`src/common/dma_init_defines.svh`:
```
`ifndef DMA_INIT_DEFINES_SVH
`define DMA_INIT_DEFINES_SVH

// Bus and AXI widths
`define DATA_W     32
`define ADDR_W     32
`define NUM_REGS   32
`define REG_IDX_W  5
`define BUF_IDX_W  5
`define NUM_CMDS   3'd6

// Register indices
// MSB of the CE vector selects index 0
`define REG_LEN      5'd0
`define REG_BUF      5'd1
`define REG_FRAMES   5'd2
`define REG_CMD_IDX  5'd3

// Frame window for each buffer, 4 MiB
`define WINDOW_BYTES 32'h0040_0000

// DMA register map
`define DMA_CTRL_ADDR 32'h7900_000C
`define DMA_CFG0_ADDR 32'h4040_0030
`define DMA_CFG1_ADDR 32'h4040_0034
`define DMA_DEST_ADDR 32'h4040_0048
`define DMA_LEN_ADDR  32'h4040_0058

// Command data
`define DMA_CFG0_DATA 32'h0000_1001
`define DMA_CFG1_DATA 32'h0000_1000
`define DMA_LEN_DATA  32'hFFFF_FFFF
`define DMA_START_BIT 32'h0001_0000

`endif

```
`src/common/dma_init_pkg.sv`:
```
`include "dma_init_defines.svh"

package dma_init_pkg;

  typedef logic [`DATA_W-1:0]    data_t;
  typedef logic [`ADDR_W-1:0]    addr_t;
  typedef logic [`REG_IDX_W-1:0] reg_idx_t;
  typedef logic [`BUF_IDX_W-1:0] buf_idx_t;
  typedef logic [2:0]            cmd_idx_t;

  // Processor request after the first register stage
  typedef struct packed {
    logic     sel;
    logic     rwn;
    reg_idx_t idx;
    data_t    wdata;
  } up_req_t;

  // One AXI4-Lite write
  typedef struct packed {
    addr_t addr;
    data_t data;
  } axil_wr_cmd_t;

  typedef enum logic [1:0] {
    SEQ_IDLE,
    SEQ_ISSUE,
    SEQ_WAIT,
    SEQ_DONE
  } seq_state_t;

  typedef enum logic [1:0] {
    WR_IDLE,
    WR_ADDR_DATA,
    WR_RESP
  } wr_state_t;

endpackage

```
`src/hw/reg_bank/up_reg_bank.sv`:
```
`timescale 1ns/1ns
`include "dma_init_defines.svh"

module up_reg_bank (
  input  logic                    M_AXI_ACLK,
  input  logic                    M_AXI_ARESETN,
  input  dma_init_pkg::data_t     bus2ip_data,
  input  logic [`NUM_REGS-1:0]    bus2ip_rdce,
  input  logic [`NUM_REGS-1:0]    bus2ip_wrce,
  output dma_init_pkg::data_t     ip2bus_data,
  output logic                    ip2bus_rdack,
  output logic                    ip2bus_wrack,
  output dma_init_pkg::data_t     frame_len,
  input  dma_init_pkg::buf_idx_t  buf_sel,
  output dma_init_pkg::data_t     buf_table_rd,
  input  dma_init_pkg::data_t     cur_base,
  input  dma_init_pkg::data_t     frame_cnt,
  input  dma_init_pkg::cmd_idx_t  cmd_idx
);

  import dma_init_pkg::*;

  localparam int BUF_DEPTH = 2 ** `BUF_IDX_W;

  logic [`NUM_REGS-1:0] rwce;
  reg_idx_t             ce_idx;
  up_req_t              req;
  logic                 sel_d;
  logic                 sel_2d;
  logic                 ack;
  logic                 wr_en;
  data_t                rdata;
  data_t                buf_table [BUF_DEPTH];
  logic [BUF_DEPTH-1:0] buf_vld;
  buf_idx_t             wr_ptr;

  ////////////////////////////////////////////////////////////
  // Request capture and acknowledge
  ////////////////////////////////////////////////////////////

  assign rwce = bus2ip_rdce | bus2ip_wrce;

  // One-hot CE to register index
  always_comb
  begin
    ce_idx = '0;
    for (int i = 0; i < `NUM_REGS; i++)
    begin
      if (rwce[i])
        ce_idx = reg_idx_t'(`NUM_REGS - 1 - i);
    end
  end

  // Ack on the rising edge of the delayed select
  assign ack   = sel_d & ~sel_2d;
  // Only the first cycle of a held write
  assign wr_en = req.sel & ~req.rwn & ~sel_d;

  always_ff @(posedge M_AXI_ACLK)
  begin
    if (!M_AXI_ARESETN)
    begin
      req          <= '0;
      sel_d        <= 1'b0;
      sel_2d       <= 1'b0;
      ip2bus_rdack <= 1'b0;
      ip2bus_wrack <= 1'b0;
    end
    else
    begin
      req.sel      <= |rwce;
      req.rwn      <= |bus2ip_rdce;
      req.idx      <= ce_idx;
      req.wdata    <= bus2ip_data;
      sel_d        <= req.sel;
      sel_2d       <= sel_d;
      ip2bus_rdack <= ack & req.rwn;
      ip2bus_wrack <= ack & ~req.rwn;
    end
  end

  ////////////////////////////////////////////////////////////
  // Length register and buffer table
  ////////////////////////////////////////////////////////////

  always_ff @(posedge M_AXI_ACLK)
  begin
    if (!M_AXI_ARESETN)
    begin
      frame_len <= '0;
      wr_ptr    <= '0;
      buf_vld   <= '0;
    end
    else if (wr_en)
    begin
      if (req.idx == `REG_LEN)
        frame_len <= req.wdata;
      if (req.idx == `REG_BUF)
      begin
        buf_vld[wr_ptr] <= 1'b1;
        wr_ptr          <= wr_ptr + 1'b1;
      end
    end
  end

  always_ff @(posedge M_AXI_ACLK)
  begin
    if (wr_en && (req.idx == `REG_BUF))
      buf_table[wr_ptr] <= req.wdata;
  end

  // Unwritten entries read as zero so the sequencer stays idle
  assign buf_table_rd = buf_vld[buf_sel] ? buf_table[buf_sel] : '0;

  // Read-back mux, then the output stage that lines up with the ack
  always_ff @(posedge M_AXI_ACLK)
  begin
    case (req.idx)
      `REG_LEN:     rdata <= frame_len;
      `REG_BUF:     rdata <= cur_base;
      `REG_FRAMES:  rdata <= frame_cnt;
      `REG_CMD_IDX: rdata <= data_t'(cmd_idx);
      default:      rdata <= '0;
    endcase
    ip2bus_data <= rdata;
  end

endmodule

```
`config.mk`:
```
export PLATFORM = sky130hd
export DESIGN_NAME = up_reg_bank
export DESIGN_NICKNAME = d
export VERILOG_FILES = /design/src/common/dma_init_pkg.sv /design/src/hw/reg_bank/up_reg_bank.sv
export VERILOG_INCLUDE_DIRS = /design/src /design/src/common
export SDC_FILE = /design/constraint.sdc
export NUM_CORES = 1
export LEC_CHECK = 0
export BUFFER_PORTS_ARGS = -buffer_cell sky130_fd_sc_hd__buf_4
export CAP_MARGIN = 20
export CORE_MARGIN = 1
export CORE_UTILIZATION = 40
export DETAILED_ROUTE_END_ITERATION = 7
export REMOVE_ABC_BUFFERS = 1
export SYNTH_ARGS = -nofsm -noshare
export SYNTH_HDL_FRONTEND = slang
export SYNTH_SLANG_ARGS = --single-unit
export TNS_END_PERCENT = 100
```
`constraint.sdc`:
```
create_clock -name M_AXI_ACLK -period 3.6 [get_ports M_AXI_ACLK]
set_input_delay 0.36 -clock M_AXI_ACLK [delete_from_list [all_inputs] [get_ports M_AXI_ACLK]]
set_output_delay 0.36 -clock M_AXI_ACLK [all_outputs]
set_load 0.01 [all_outputs]
```
## Word-level counts from Yosys, hierarchy flattened

Memories as Yosys holds them, arrays and structs flattened.
Index checks and enable logic that the tools add are counted.

| cells by class | value |
|---|---|
| add/subtract/negate cells | 1 |
| equality and inequality tests | 3 |
| reduce and logical (&&, ||, !) cells | 12 |
| bitwise operators | 11 |
| order comparisons | 3 |
| multiplexer cells | 39 |

Operators with widths:

| operator | number |
|---|---|
| one-hot mux 32 bit (4 select lines) | 1 |
| 2-to-1 mux 5 bit | 16 |
| bitwise OR 32 bit | 2 |
| OR reduction 32 bit | 2 |
| 2-to-1 mux 32 bit | 1 |
| 2-to-1 mux 4 bit | 8 |
| OR reduction 17 bit | 1 |
| < comparator 5 x 6 -> 1 bit, second input constant | 2 |
| 2-to-1 mux 3 bit | 4 |
| equality test 5 x 2 -> 1 bit, second input constant | 2 |
| OR reduction 9 bit | 1 |
| adder 5 x 1 -> 5 bit, second input constant | 1 |
| AND 1 bit | 5 |
| binary-select mux 1 bit (select 5 bit) | 1 |
| demux 1 bit (select 5 bit) | 1 |
| equality test 5 x 1 -> 1 bit, second input constant | 1 |
| >= comparator 5 x 1 -> 1 bit, second input constant | 1 |
| zero test 5 bit | 1 |
| 2-to-1 mux 1 bit | 5 |
| OR reduction 5 bit | 1 |
| 2-to-1 mux 2 bit | 2 |
| NOT 1 bit | 4 |
| AND reduction 2 bit | 2 |
| OR reduction 3 bit | 1 |
| other kinds (2) | 3 |

| storage, ports and cells | value |
|---|---|
| input bits | 170 |
| word-level logic and storage cells | 87 |
| flip-flop bits (word level) | 176 |
| RAM bits | 1024 |
| output and inout bits | 98 |
| memories kept | 1 |

Memories:

| name | depth | width | rd ports | clocked after Yosys merged registers in | write ports | RTL line | RTL |
|---|---|---|---|---|---|---|---|
| buf_table | 32 | 32 | 1 | 0 | 1 | up_reg_bank.sv:33 | `data_t buf_table [BUF_DEPTH];` |

## Longest topological paths before layout

Gate-level depths: netlist (run 1).

| logic depth | value |
|---|---|
| word-level depth | 32 |
| depth in mapped cells | 9 |
| mapped depth without buffers | 5 |

## Least setup slack after synthesis (run 1)

OpenSTA, ideal clock, no wires.

| timing path | value |
|---|---|
| kind | reg-to-reg |
| from | register req[33] (netlist bit) |
| to | memory buf_table[29][0] (netlist bit), enable pin |
| path buffers | 1 |
| stages on the path, launching flop included | 6 |
| data arrival time | 3103 ps |
| period minus slack after synthesis | 3526 ps |
| slack | 74 ps |
| setup time | 423 ps |
| path through | dfxtp_1 > or4_1 > buf_2 > nor4b_4 > nand2_1 > nor2_1 |

| between the ends | value |
|---|---|
| word-level cells in the longest chain between the ends | 4 |

Ends and longest elaborated chain:

| item | RTL line | RTL |
|---|---|---|
| from (decl) | up_reg_bank.sv:27 | `up_req_t req;` |
| equality test 5 x 1 -> 1 bit | - |  |
| logical AND 1 bit | up_reg_bank.sv:108 | `` if (wr_en && (req.idx == `REG_BUF)) `` |
| 2-to-1 mux 1 bit | up_reg_bank.sv:108 |  |
| 2-to-1 mux 1 bit (implied by the code) | up_reg_bank.sv:109 | `buf_table[wr_ptr] <= req.wdata;` |
| to (decl) | up_reg_bank.sv:33 |  |

Every way passes these cells.

## Worst setup path after layout (run 1)

| timing path | value |
|---|---|
| from | register buf_vld[14] |
| to | output buf_table_rd[23] |

| between the ends | value |
|---|---|
| word-level cells in the longest chain between the ends | 3 |

Ends and longest elaborated chain:

| item | RTL line | RTL |
|---|---|---|
| from (decl) | up_reg_bank.sv:34 | `logic [BUF_DEPTH-1:0] buf_vld;` |
| from (signal assigned) | up_reg_bank.sv:92 | `buf_vld <= '0;` |
| from (signal, indexed assignment) | up_reg_bank.sv:100 | `buf_vld[wr_ptr] <= 1'b1;` |
| binary-select mux 1 bit (select 5 bit) | up_reg_bank.sv:113 | `assign buf_table_rd = buf_vld[buf_sel] ? buf_table[buf_sel] : '0;` |
| 2-to-1 mux 1 bit (implied by the code) | up_reg_bank.sv:113 |  |
| 2-to-1 mux 32 bit | up_reg_bank.sv:113 |  |
| to (decl) | up_reg_bank.sv:15 | `output dma_init_pkg::data_t buf_table_rd,` |

Every way passes these cells. The select of a mux whose other input is x is not followed.

==> results of run 1 <==
[cell type report]
type / instances / area, um^2 / area share [%]
sequential: 1200 / 34300 / 61.9
inverter: 4 / 15.0 / 0.0271
clock buffer: 161 / 3310 / 5.97
clock inverter: 64 / 556 / 1.00
multi-input combinational: 946 / 10400 / 18.7
tap: 1488 / 1860 / 3.36
timing repair buffer: 525 / 5020 / 9.07
[layout by cell type, fill, tap and decap left out, types with 4 or more instances in the layout]
cell type and n:
o21a_1 33, buf_4 364, buf_16 19, clkbuf_8 13, a31oi_1 35, o211a_1 32, a21boi_0 24, xnor2_1 4
o21ai_0 9, mux2i_1 79, buf_8 5, buf_12 32, inv_1 6, clkinv_2 23, dlygate4sd3_1 105, inv_6 6
ha_1 4, nand3_1 5, mux4_2 228, nor4_1 18, a21oi_1 31, nor2_1 24, dfxtp_1 175, edfxtp_1 1024
a21boi_1 9, a22oi_1 100, nand4_1 4, bufinv_16 9, nor3_1 6, and2_1 37, or4_1 10, clkinv_1 19
nor2_4 34, a221oi_1 61, clkbuf_16 121, nand2_1 109, clkbuf_1 27
[layer usage]
metal | part of all wire (%) | routed length (um) | GRT usage, % | vias up
met2 | 49 | 58100 | 34.9 | 954
met5 | 0 | 0 | 0 | -
met4 | 2.4 | 2830 | 5.46 | 0
met3 | 6.9 | 8170 | 4.12 | 196
li1 | - | - | - | 10500
met1 | 41 | 48800 | 27.5 | 12800
[critical path: cells and delay by family (launching register included)]
family | cells | cell delay (ns)
buf+inv | 3 | 0.67
simple gates | 1 | 0.32
compound gates | 2 | 0.38
flops | 1 | 0.31
mux | 1 | 0.47
[flip-flops by register name, indices dropped and copies added, names as in the netlist]
register	cells
rdata	32
buf_table	1024
frame_len	32
sel_2d	1
sel_d	1
req	39
ip2bus_data	32
ip2bus_rdack	1
ip2bus_wrack	1
buf_vld	32
wr_ptr	5
[through the flow]
stage,cells,TNS (ns)
2_1_floorplan,2150,-580.28
3_3_place_gp,4036,0
3_5_place_dp,4036,0
4_1_cts,4366,0
5_1_grt,4388,0
6_report,4388,0
[path summary, 6_finish.rpt]
check | startpoint | to | slack, ns
min reg2reg | rdata[22]$_DFF_P_ | ip2bus_data[22]$_DFF_P_ | 0.32
max | buf_vld[14]$_SDFFE_PN0P_ | buf_table_rd[23] | 0.37
max reg2reg | req[33]$_SDFF_PP0_ | buf_table[26][29]$_DFFE_PP_ | 0.55
min | bus2ip_rdce[31] | req[34]$_SDFF_PP0_ | 0.06
[kinds of logic after synthesis]
kind of cell / count (synthesis)
XOR/XNOR: 4
AND/OR/NAND/NOR: 280
AO/OA/AOI/OAI: 351
adder cells (fa/ha/maj): 4
flip-flops: 1200
buffers and inverters: 142
multiplexers: 307
[power by group through the flow]
stage / Clock [mW] / Combinational [mW] / Sequential (mW)
after floorplan: 0 / 0.487 / 15.6
after global placement: 0 / 1.23 / 15.6
after detailed placement: 0 / 1.24 / 15.7
after CTS: 12.4 / 1.34 / 15.4
after global routing: 12.9 / 1.59 / 15.3
final: 12.2 / 1.49 / 15.3
==> reports/results.ini, run 1 <==
[outcome]
status=finished, final reports clean

[yosys]
yosysTopAreaCellShare_pct=68.5
async_flop_share_pct=0
yosys.area_share.simple_pct=3.07
yosysWarnings=0
synth_seq_cells=1200
postSynthCellCount=2288
yosys.area.top_type=edfxtp_1
synth.most_common_cell=edfxtp_1
ys_top_cells_by_count=edfxtp_1 (1024), mux4_2 (228), dfxtp_1 (176)
synthDistinctLibCells=53
synth_edf_count=1024
synth_area_um2=44900
synth_fa_ha_area_share_pct=0.111
ys.flop_type=edfxtp_1
ys_seq_area_share_pct=76.3
synth_area_per_cell_um2=19.6
synth_area_leaders=edfxtp_1 (68%), mux4_2 (11%), dfxtp_1 (7.8%)
synth_top_family_by_area=multiplexers
synth_mux_area_share_pct=13.2
synth-xor-area-share_pct=0.0780
synth_compound_area_share_pct=5.92

[sta]
worst_pin_slew_ns=1.12
skew_ns=0.0260
rsz0062_at_grt=no
slew_viol_final=0
min_period_ns=3.23
period_share_pct=89.8
relSlewSlack_pct=25.1
worst_slack_ns=0.367
hold_viol_final=0
setup_violations=0
fmax_ghz=0.309
hold_ws_ns=0.0572

[die]
die_x_um=337
die_area_um2=114000
row_count=122
die_h_um=337
io_pins=268
core-area_um2=111000
start_util_pct=40.5

[power]
p_per_area_nw_per_um2=522
leakagePower_nw=18.1
intPower_mw=22.9
p_sw_share_pct=20.7
combPwrFrac_pct=5.2
vdd_drop_max_v=0.000440
pwr-share-clk_pct=42.1
netSwitchingPower_mw=5.99
power_mw=28.9
pwr-share-seq_pct=52.8

[placement]
numPortBuffers=267
dpl_cell_area_um2=49900
hpwl_um=70700
gp_congestion=0.865
place_ws_ns=0.440

[clocking]
cts.reportedPaths.clkPinSlew_ns=0.06
cts.sinks=1200
cts_hold_buffers=105
clockRootBuffer=clkbuf_16
htree_levels=3
cts_inserted_buffers=118
insertion_delay_ns=0.70
postCtsSetupRepairBufs=0
cts_tree=built
cts.path.max_buffers=3
cts-resized-gates=0

[finish]
nFillCells=9017
final_nets=2969
area_growth_pct=23.3
design_area_um2=55400
layout-drive-gt1-share_pct=30.3
num_antenna_cells=0
utilization_pct=49.9

[critical_path]
path_class=reg2out
cpMostUsedCell=buf_4
critPathRequiredTime_ns=3.24
cp-start-kind=flip-flop
cp_max_fo=15
crit_chain=mux4_2 > a22o_1 > nor4_4 > buf_4 > a31oi_1 > buf_4 > buf_4
endpoint_kind=output pin
cpPeakStageDelay_ns=0.47
reg2reg_depth=6
slowest_stage=mux4_2
arrival_ns=2.87

[hold_path]
hold_path.class=in2reg
holdPathStages=4

[global_routing]
grt_max_degree=56
grt_pass1_vias=25200
antenna_found_initial=1
track_usage_pct=20.7
grt_pass1_wl_um=170000
overflow=0

[routing]
drcViolationCount=0
via_per_inst=5.57
num_vias=24400
wirelength_um=118000
drt-initial-drc-count=2335
dr.pass1.iters=6
post_drt_wl_per_cell_um=26.9
ant_nets=0

[run]
drv_cap=0

(Power assumes the default switching activity.)
==> run 2, diff against run 1 <==
CORE_UTILIZATION = 45   (was 40)
PLACE_DENSITY_LB_ADDON = 0.3   (was not set)
==> reports/results.ini, run 2 (synthesized netlist as in run 1, its figures left out) <==
[finish]
final_common_cell=edfxtp_1  ; unchanged
fin_cells=4168  ; was 4388
largest_register_ffs=1024  ; unchanged
final_nets=2954  ; was 2969
layout-drive-gt1-share_pct=30.2  ; was 30.3%
design_area_um2=55000  ; was 55400 um^2
most-common-layout-cells=edfxtp_1 (1024), buf_4 (364), mux4_2 (228), dfxtp_1 (175), clkbuf_16 (118)  ; was edfxtp_1 (1024), buf_4 (364), mux4_2 (228), dfxtp_1 (175), clkbuf_16 (121)
area_growth_pct=22.4  ; was 23.3%
largest_register=buf_table  ; unchanged
top_regs=buf_table (1024), req (39)  ; unchanged
num_antenna_cells=0  ; unchanged

[clocking]
cts.sinks=1200  ; unchanged
insertion_delay_ns=0.70  ; about the same
cts-resized-gates=0  ; unchanged
cts.path.max_buffers=3  ; unchanged
htree_levels=3  ; unchanged
postCtsSetupRepairBufs=0  ; unchanged
clockRootBuffer=clkbuf_16  ; unchanged
cts_tree=built  ; unchanged
cts.reportedPaths.clkPinSlew_ns=0.06  ; about the same
cts_inserted_buffers=116  ; was 118

[placement]
place_inst=3822  ; was 4036
hpwl_um=67400  ; was 70700 um
numPortBuffers=267  ; unchanged
dpl_cell_area_um2=49400  ; was 49900 um^2
gp_congestion=0.884  ; was 0.865

[routing]
num_vias=24500  ; was 24400
drt-initial-drc-count=2507  ; was 2335
wirelength_um=115000  ; was 118000 um
post_drt_wl_per_cell_um=27.7  ; was 26.9 um
ant_nets=0  ; unchanged
via_per_inst=5.87  ; was 5.57
dr.pass1.iters=5  ; was 6
drcViolationCount=0  ; unchanged

[sta]
relSlewSlack_pct=25.0  ; was 25.1%
hold_viol_final=0  ; unchanged
fmax_ghz=0.298  ; was 0.309 GHz
worst_pin_slew_ns=1.12  ; about the same
slew_viol_final=0  ; unchanged
period_share_pct=93.1  ; was 89.8%
rsz0062_at_grt=no  ; unchanged
skew_ns=0.0232  ; was 0.0260 ns
hold_ws_ns=0.0429  ; was 0.0572 ns
min_period_ns=3.35  ; was 3.23 ns
setup_violations=0  ; unchanged

[critical_path]
cpMostUsedCell=buf_4  ; unchanged
slowest_stage=buf_4  ; was mux4_2
path_class=reg2out  ; unchanged
endpoint_kind=output pin  ; unchanged
critPathRequiredTime_ns=3.24  ; about the same
cpPeakStageDelay_ns=0.49  ; was 0.47 ns
crit_chain=mux4_2 > a22o_1 > nor4_4 > buf_4 > a31oi_1 > buf_4  ; was mux4_2 > a22o_1 > nor4_4 > buf_4 > a31oi_1 > buf_4 > buf_4
critPathTopFamily=buffers and inverters  ; unchanged
cp_max_fo=23  ; was 15
cp-start-kind=flip-flop  ; unchanged
arrival_ns=2.99  ; was 2.87 ns
crit_buf_inv=2  ; was 3

[global_routing]
overflow=0  ; unchanged
grt_pass1_wl_um=167000  ; was 170000 um
grt_max_degree=64  ; was 56
grt_pass1_vias=25200  ; about the same
track_usage_pct=22.7  ; was 20.7%
antenna_found_initial=5  ; was 1

[die]
row_count=115  ; was 122
core-area_um2=98600  ; was 111000 um^2
die_x_um=318  ; was 337 um
start_util_pct=45.6  ; was 40.5%
io_pins=268  ; unchanged
die_area_um2=101000  ; was 114000 um^2
die_h_um=318  ; was 337 um

[power]
leakagePower_nw=18.0  ; was 18.1 nW
p_per_area_nw_per_um2=530  ; was 522 nW/um^2
vdd_drop_max_v=0.000416  ; was 0.000440 V
power_mw=29.1  ; was 28.9 mW

[hold_path]
hold_path.class=in2reg  ; unchanged

[outcome]
status=finished, final reports clean  ; unchanged

[run]
drv_cap=0  ; unchanged

-- run 2: changes by cell type in the layout (fill, tap and decap cells not counted), moves of 3 or more --
cell / before / now
buf_12: 32 / 18
clkbuf_2: 0 / 6
buf_16: 19 / 23
clkinvlp_4: 2 / 5
clkinv_2: 23 / 18
dlygate4sd3_1: 105 / 101
inv_6: 6 / 3
clkbuf_1: 27 / 23
clkbuf_16: 121 / 118
bufinv_16: 9 / 14
-- run 2: final cells by class --
type	count	area [um^2]
Sequential cell	1200	34300
Inverter	4	15.0
Tap cell	1287	1610
Timing Repair Buffer	512	4830
Fill cell	7299	43600
Multi-Input combinational cell	946	10400
Clock buffer	160	3240
Clock inverter	59	677
-- run 2: per-layer routing --
layer,GRT usage (%),vias up,part of all wire [%]
met5,0,-,0.0069
met4,7.16,2,2.9
met3,4.81,198,7.9
met2,36.8,1092,49
met1,30.7,12700,41
li1,-,10500,-
-- run 2: where the power goes --
part / total (mW) / switching (mW) / leakage [nW] / internal [mW]
Sequential: 15.2 / 0.0995 / 10.1 / 15.1
Combinational: 1.50 / 0.768 / 5.99 / 0.729
Clock: 12.4 / 5.12 / 1.92 / 7.28
-- run 2: worst reg2reg max path, delay by kind of cell, from the launching register on --
kind          cells  cell delay [ns]
flops             1             0.33
buf+inv           1             0.31
simple gates      4             2.20
-- run 2: worst paths after layout --
path                           start                    endpoint  slack (ns)  cells after the start
max          buf_vld[6]$_SDFFE_PN0P_             buf_table_rd[0]        0.25                      6
min                      cur_base[2]            rdata[2]$_DFF_P_        0.04                      3
max reg2reg       req[33]$_SDFF_PP0_  buf_table[11][4]$_DFFE_PP_        0.47                      5
min reg2reg        rdata[27]$_DFF_P_     ip2bus_data[27]$_DFF_P_        0.31                      0
-- run 2: through the flow --
step | setup WS [ns] | util, % | TNS (ns)
2_1_floorplan | -1.60 | - | -580.28
6_report | 0.249 | 55.8 | 0
3_5_place_dp | 0.456 | 50.1 | 0
3_3_place_gp | 0.519 | 50.1 | 0
4_1_cts | 0.234 | 55.1 | 0
5_1_grt | 0.194 | 55.8 | 0
-- run 2: repair_timing --
item | CTS | global route
hold buffers | 101 | 0
endpoints found under the hold margin | 66 | 0
endpoints found under the setup margin | 0 | 0
==> run 3, diff against run 2 <==
PLACE_DENSITY_LB_ADDON = not set   (was 0.3)
clock period = 4.3 ns   (was 3.6 ns; I/O delays follow)
==> reports/results.ini, run 3 (synthesized netlist as in run 1, its figures left out) <==
[finish]
design_area_um2=54700  ; was 55000 um^2
most-common-layout-cells=edfxtp_1 (1024), buf_4 (362), mux4_2 (228), dfxtp_1 (175), clkbuf_16 (120)  ; was edfxtp_1 (1024), buf_4 (364), mux4_2 (228), dfxtp_1 (175), clkbuf_16 (118)
layout-drive-gt1-share_pct=30.4  ; was 30.2%
final_nets=2922  ; was 2954
final_common_cell=edfxtp_1  ; unchanged
top_regs=buf_table (1024), req (39)  ; unchanged
largest_register=buf_table  ; unchanged
area_growth_pct=21.8  ; was 22.4%
multi_input_area_um2=10400  ; about the same
fin_cells=4141  ; was 4168
nFillCells=7365  ; was 7299
register_area_um2=34300  ; unchanged
largest_register_ffs=1024  ; unchanged

[critical_path]
arrival_ns=3.12  ; was 2.99 ns
critPathRequiredTime_ns=3.87  ; was 3.24 ns
path_class=in2out  ; was reg2out
endpoint_kind=output pin  ; unchanged
crit_chain=buf_8 > buf_12 > buf_4 > mux4_2 > o211a_1 > a221oi_1 > a31oi_1 > buf_4  ; was mux4_2 > a22o_1 > nor4_4 > buf_4 > a31oi_1 > buf_4
crit_buf_inv=4  ; was 2
cp-start-kind=input port  ; was flip-flop
critPathTopFamily=buffers and inverters  ; unchanged
cpMostUsedCell=buf_4  ; unchanged
slowest_stage=mux4_2  ; was buf_4
cp_max_fo=34  ; was 23
cpPeakStageDelay_ns=0.56  ; was 0.49 ns

[placement]
place_inst=3817  ; was 3822
dpl_cell_area_um2=49300  ; was 49400 um^2
hpwl_um=69400  ; was 67400 um
gp_congestion=0.873  ; was 0.884
numPortBuffers=267  ; unchanged

[clocking]
cts.sinks=1200  ; unchanged
cts.reportedPaths.clkPinSlew_ns=0.06  ; about the same
insertion_delay_ns=0.71  ; was 0.70 ns
cts_tree=built  ; unchanged
htree_levels=3  ; unchanged
cts_inserted_buffers=119  ; was 116
clockRootBuffer=clkbuf_16  ; unchanged
postCtsSetupRepairBufs=0  ; unchanged
cts.path.max_buffers=3  ; unchanged

[die]
die_x_um=318  ; unchanged
die_area_um2=101000  ; unchanged
row_count=115  ; unchanged
start_util_pct=45.6  ; unchanged
die_h_um=318  ; unchanged
io_pins=268  ; unchanged
core-area_um2=98600  ; unchanged

[sta]
hold_viol_final=0  ; unchanged
min_period_ns=3.55
period_share_pct=82.5
skew_ns=0.0245  ; was 0.0232 ns
rsz0062_at_grt=no  ; unchanged
fmax_ghz=0.282
worst_pin_slew_ns=1.14  ; was 1.12 ns
setup_violations=0  ; unchanged
slew_viol_final=0  ; unchanged
finalSetupTns_ns=0  ; unchanged
relSlewSlack_pct=24.2  ; was 25.0%

[power]
power_mw=24.6  ; was 29.1 mW
p_sw_share_pct=20.9  ; was 20.5%
p_per_area_nw_per_um2=450  ; was 530 nW/um^2
vdd_drop_max_v=0.000334  ; was 0.000416 V
pwr-share-clk_pct=43.1  ; was 42.5%
leakagePower_nw=17.9  ; was 18.0 nW
combPwrFrac_pct=5.1  ; about the same
netSwitchingPower_mw=5.14  ; was 5.98 mW
intPower_mw=19.5  ; was 23.1 mW
pwr-share-seq_pct=51.8  ; was 52.3%

[global_routing]
antenna_found_initial=4  ; was 5
overflow=0  ; unchanged
grtUsageMet2_pct=38.6  ; was 36.8%
grt_pass1_vias=25300  ; was 25200
track_usage_pct=23.2  ; was 22.7%
met1_usage_pct=31.2  ; was 30.7%
grt_pass1_wl_um=170000  ; was 167000 um
grt_max_degree=72  ; was 64
top_usage_layer=met2  ; unchanged
met3_usage_pct=4.57  ; was 4.81%

[hold_path]
hold_path.class=in2reg  ; unchanged

[routing]
via_per_inst=5.87  ; about the same
wirelength_um=117000  ; was 115000 um
drt-initial-drc-count=2397  ; was 2507
drcViolationCount=0  ; unchanged
post_drt_wl_per_cell_um=28.2  ; was 27.7 um
num_vias=24300  ; was 24500
ant_nets=0  ; unchanged
dr.pass1.iters=5  ; unchanged

[run]
drv_cap=0  ; unchanged

[outcome]
status=finished, final reports clean  ; unchanged

## run 3: path summary, 6_finish.rpt
path,slack [ns],from,endpoint,depth (start not counted)
worst max-delay path,0.75,buf_sel[1],buf_table_rd[10],8
worst min-delay path,0.04,frame_cnt[2],rdata[2]$_DFF_P_,3
worst max register to register,0.90,req[33]$_SDFF_PP0_,buf_table[15][25]$_DFFE_PP_,5
worst min register to register,0.32,rdata[23]$_DFF_P_,ip2bus_data[23]$_DFF_P_,0
## run 3: layout make-up
cell class,count,area share [%]
clock buffers,155,5.96
diodes,1,0.00458
flip-flops and latches,1200,62.7
multi-input cells,946,18.9
clock inverters,71,1.43
repair buffers,477,8.02
inverters,4,0.0275
well taps,1287,2.94
## run 3: layer usage
metal  vias up  routed length (um)
li1      10400                   -
met1     12800               47800
met2       978               57300
met3       162                8980
met4         0                2520
met5         -                   0
## run 3: tightest hold or removal path: stages
cell and delay [ns]:
buf_4 0.08, mux2i_1 0.06, o22ai_1 0.13
## run 3: stage by stage
step / worst slack, ns / hold slack (ns) / util [%]
6_report: 0.753 / 0.0351 / 55.5
5_1_grt: 0.649 / 0.0404 / 55.5
4_1_cts: 0.831 / 0.000209 / 54.9
3_5_place_dp: 0.841 / 0.312 / 50.1
3_3_place_gp: 0.795 / 0.310 / 50.0
2_1_floorplan: -0.899 / 0.310 / -
## run 3: what timing repair did
action                                 in CTS  in global routing
gates resized for setup                     0                  0
hold buffers                               77                  0
endpoints found under the hold margin      61                  0
## run 3: power groups by stage
stage | logic [mW] | clock network [mW] | registers [mW]
3_3_place_gp | 1.05 | 0 | 13.1
2_1_floorplan | 0.407 | 0 | 13.0
5_1_grt | 1.33 | 11.2 | 12.8
6_report | 1.25 | 10.6 | 12.8
3_5_place_dp | 1.07 | 0 | 13.1
4_1_cts | 1.13 | 10.8 | 12.8
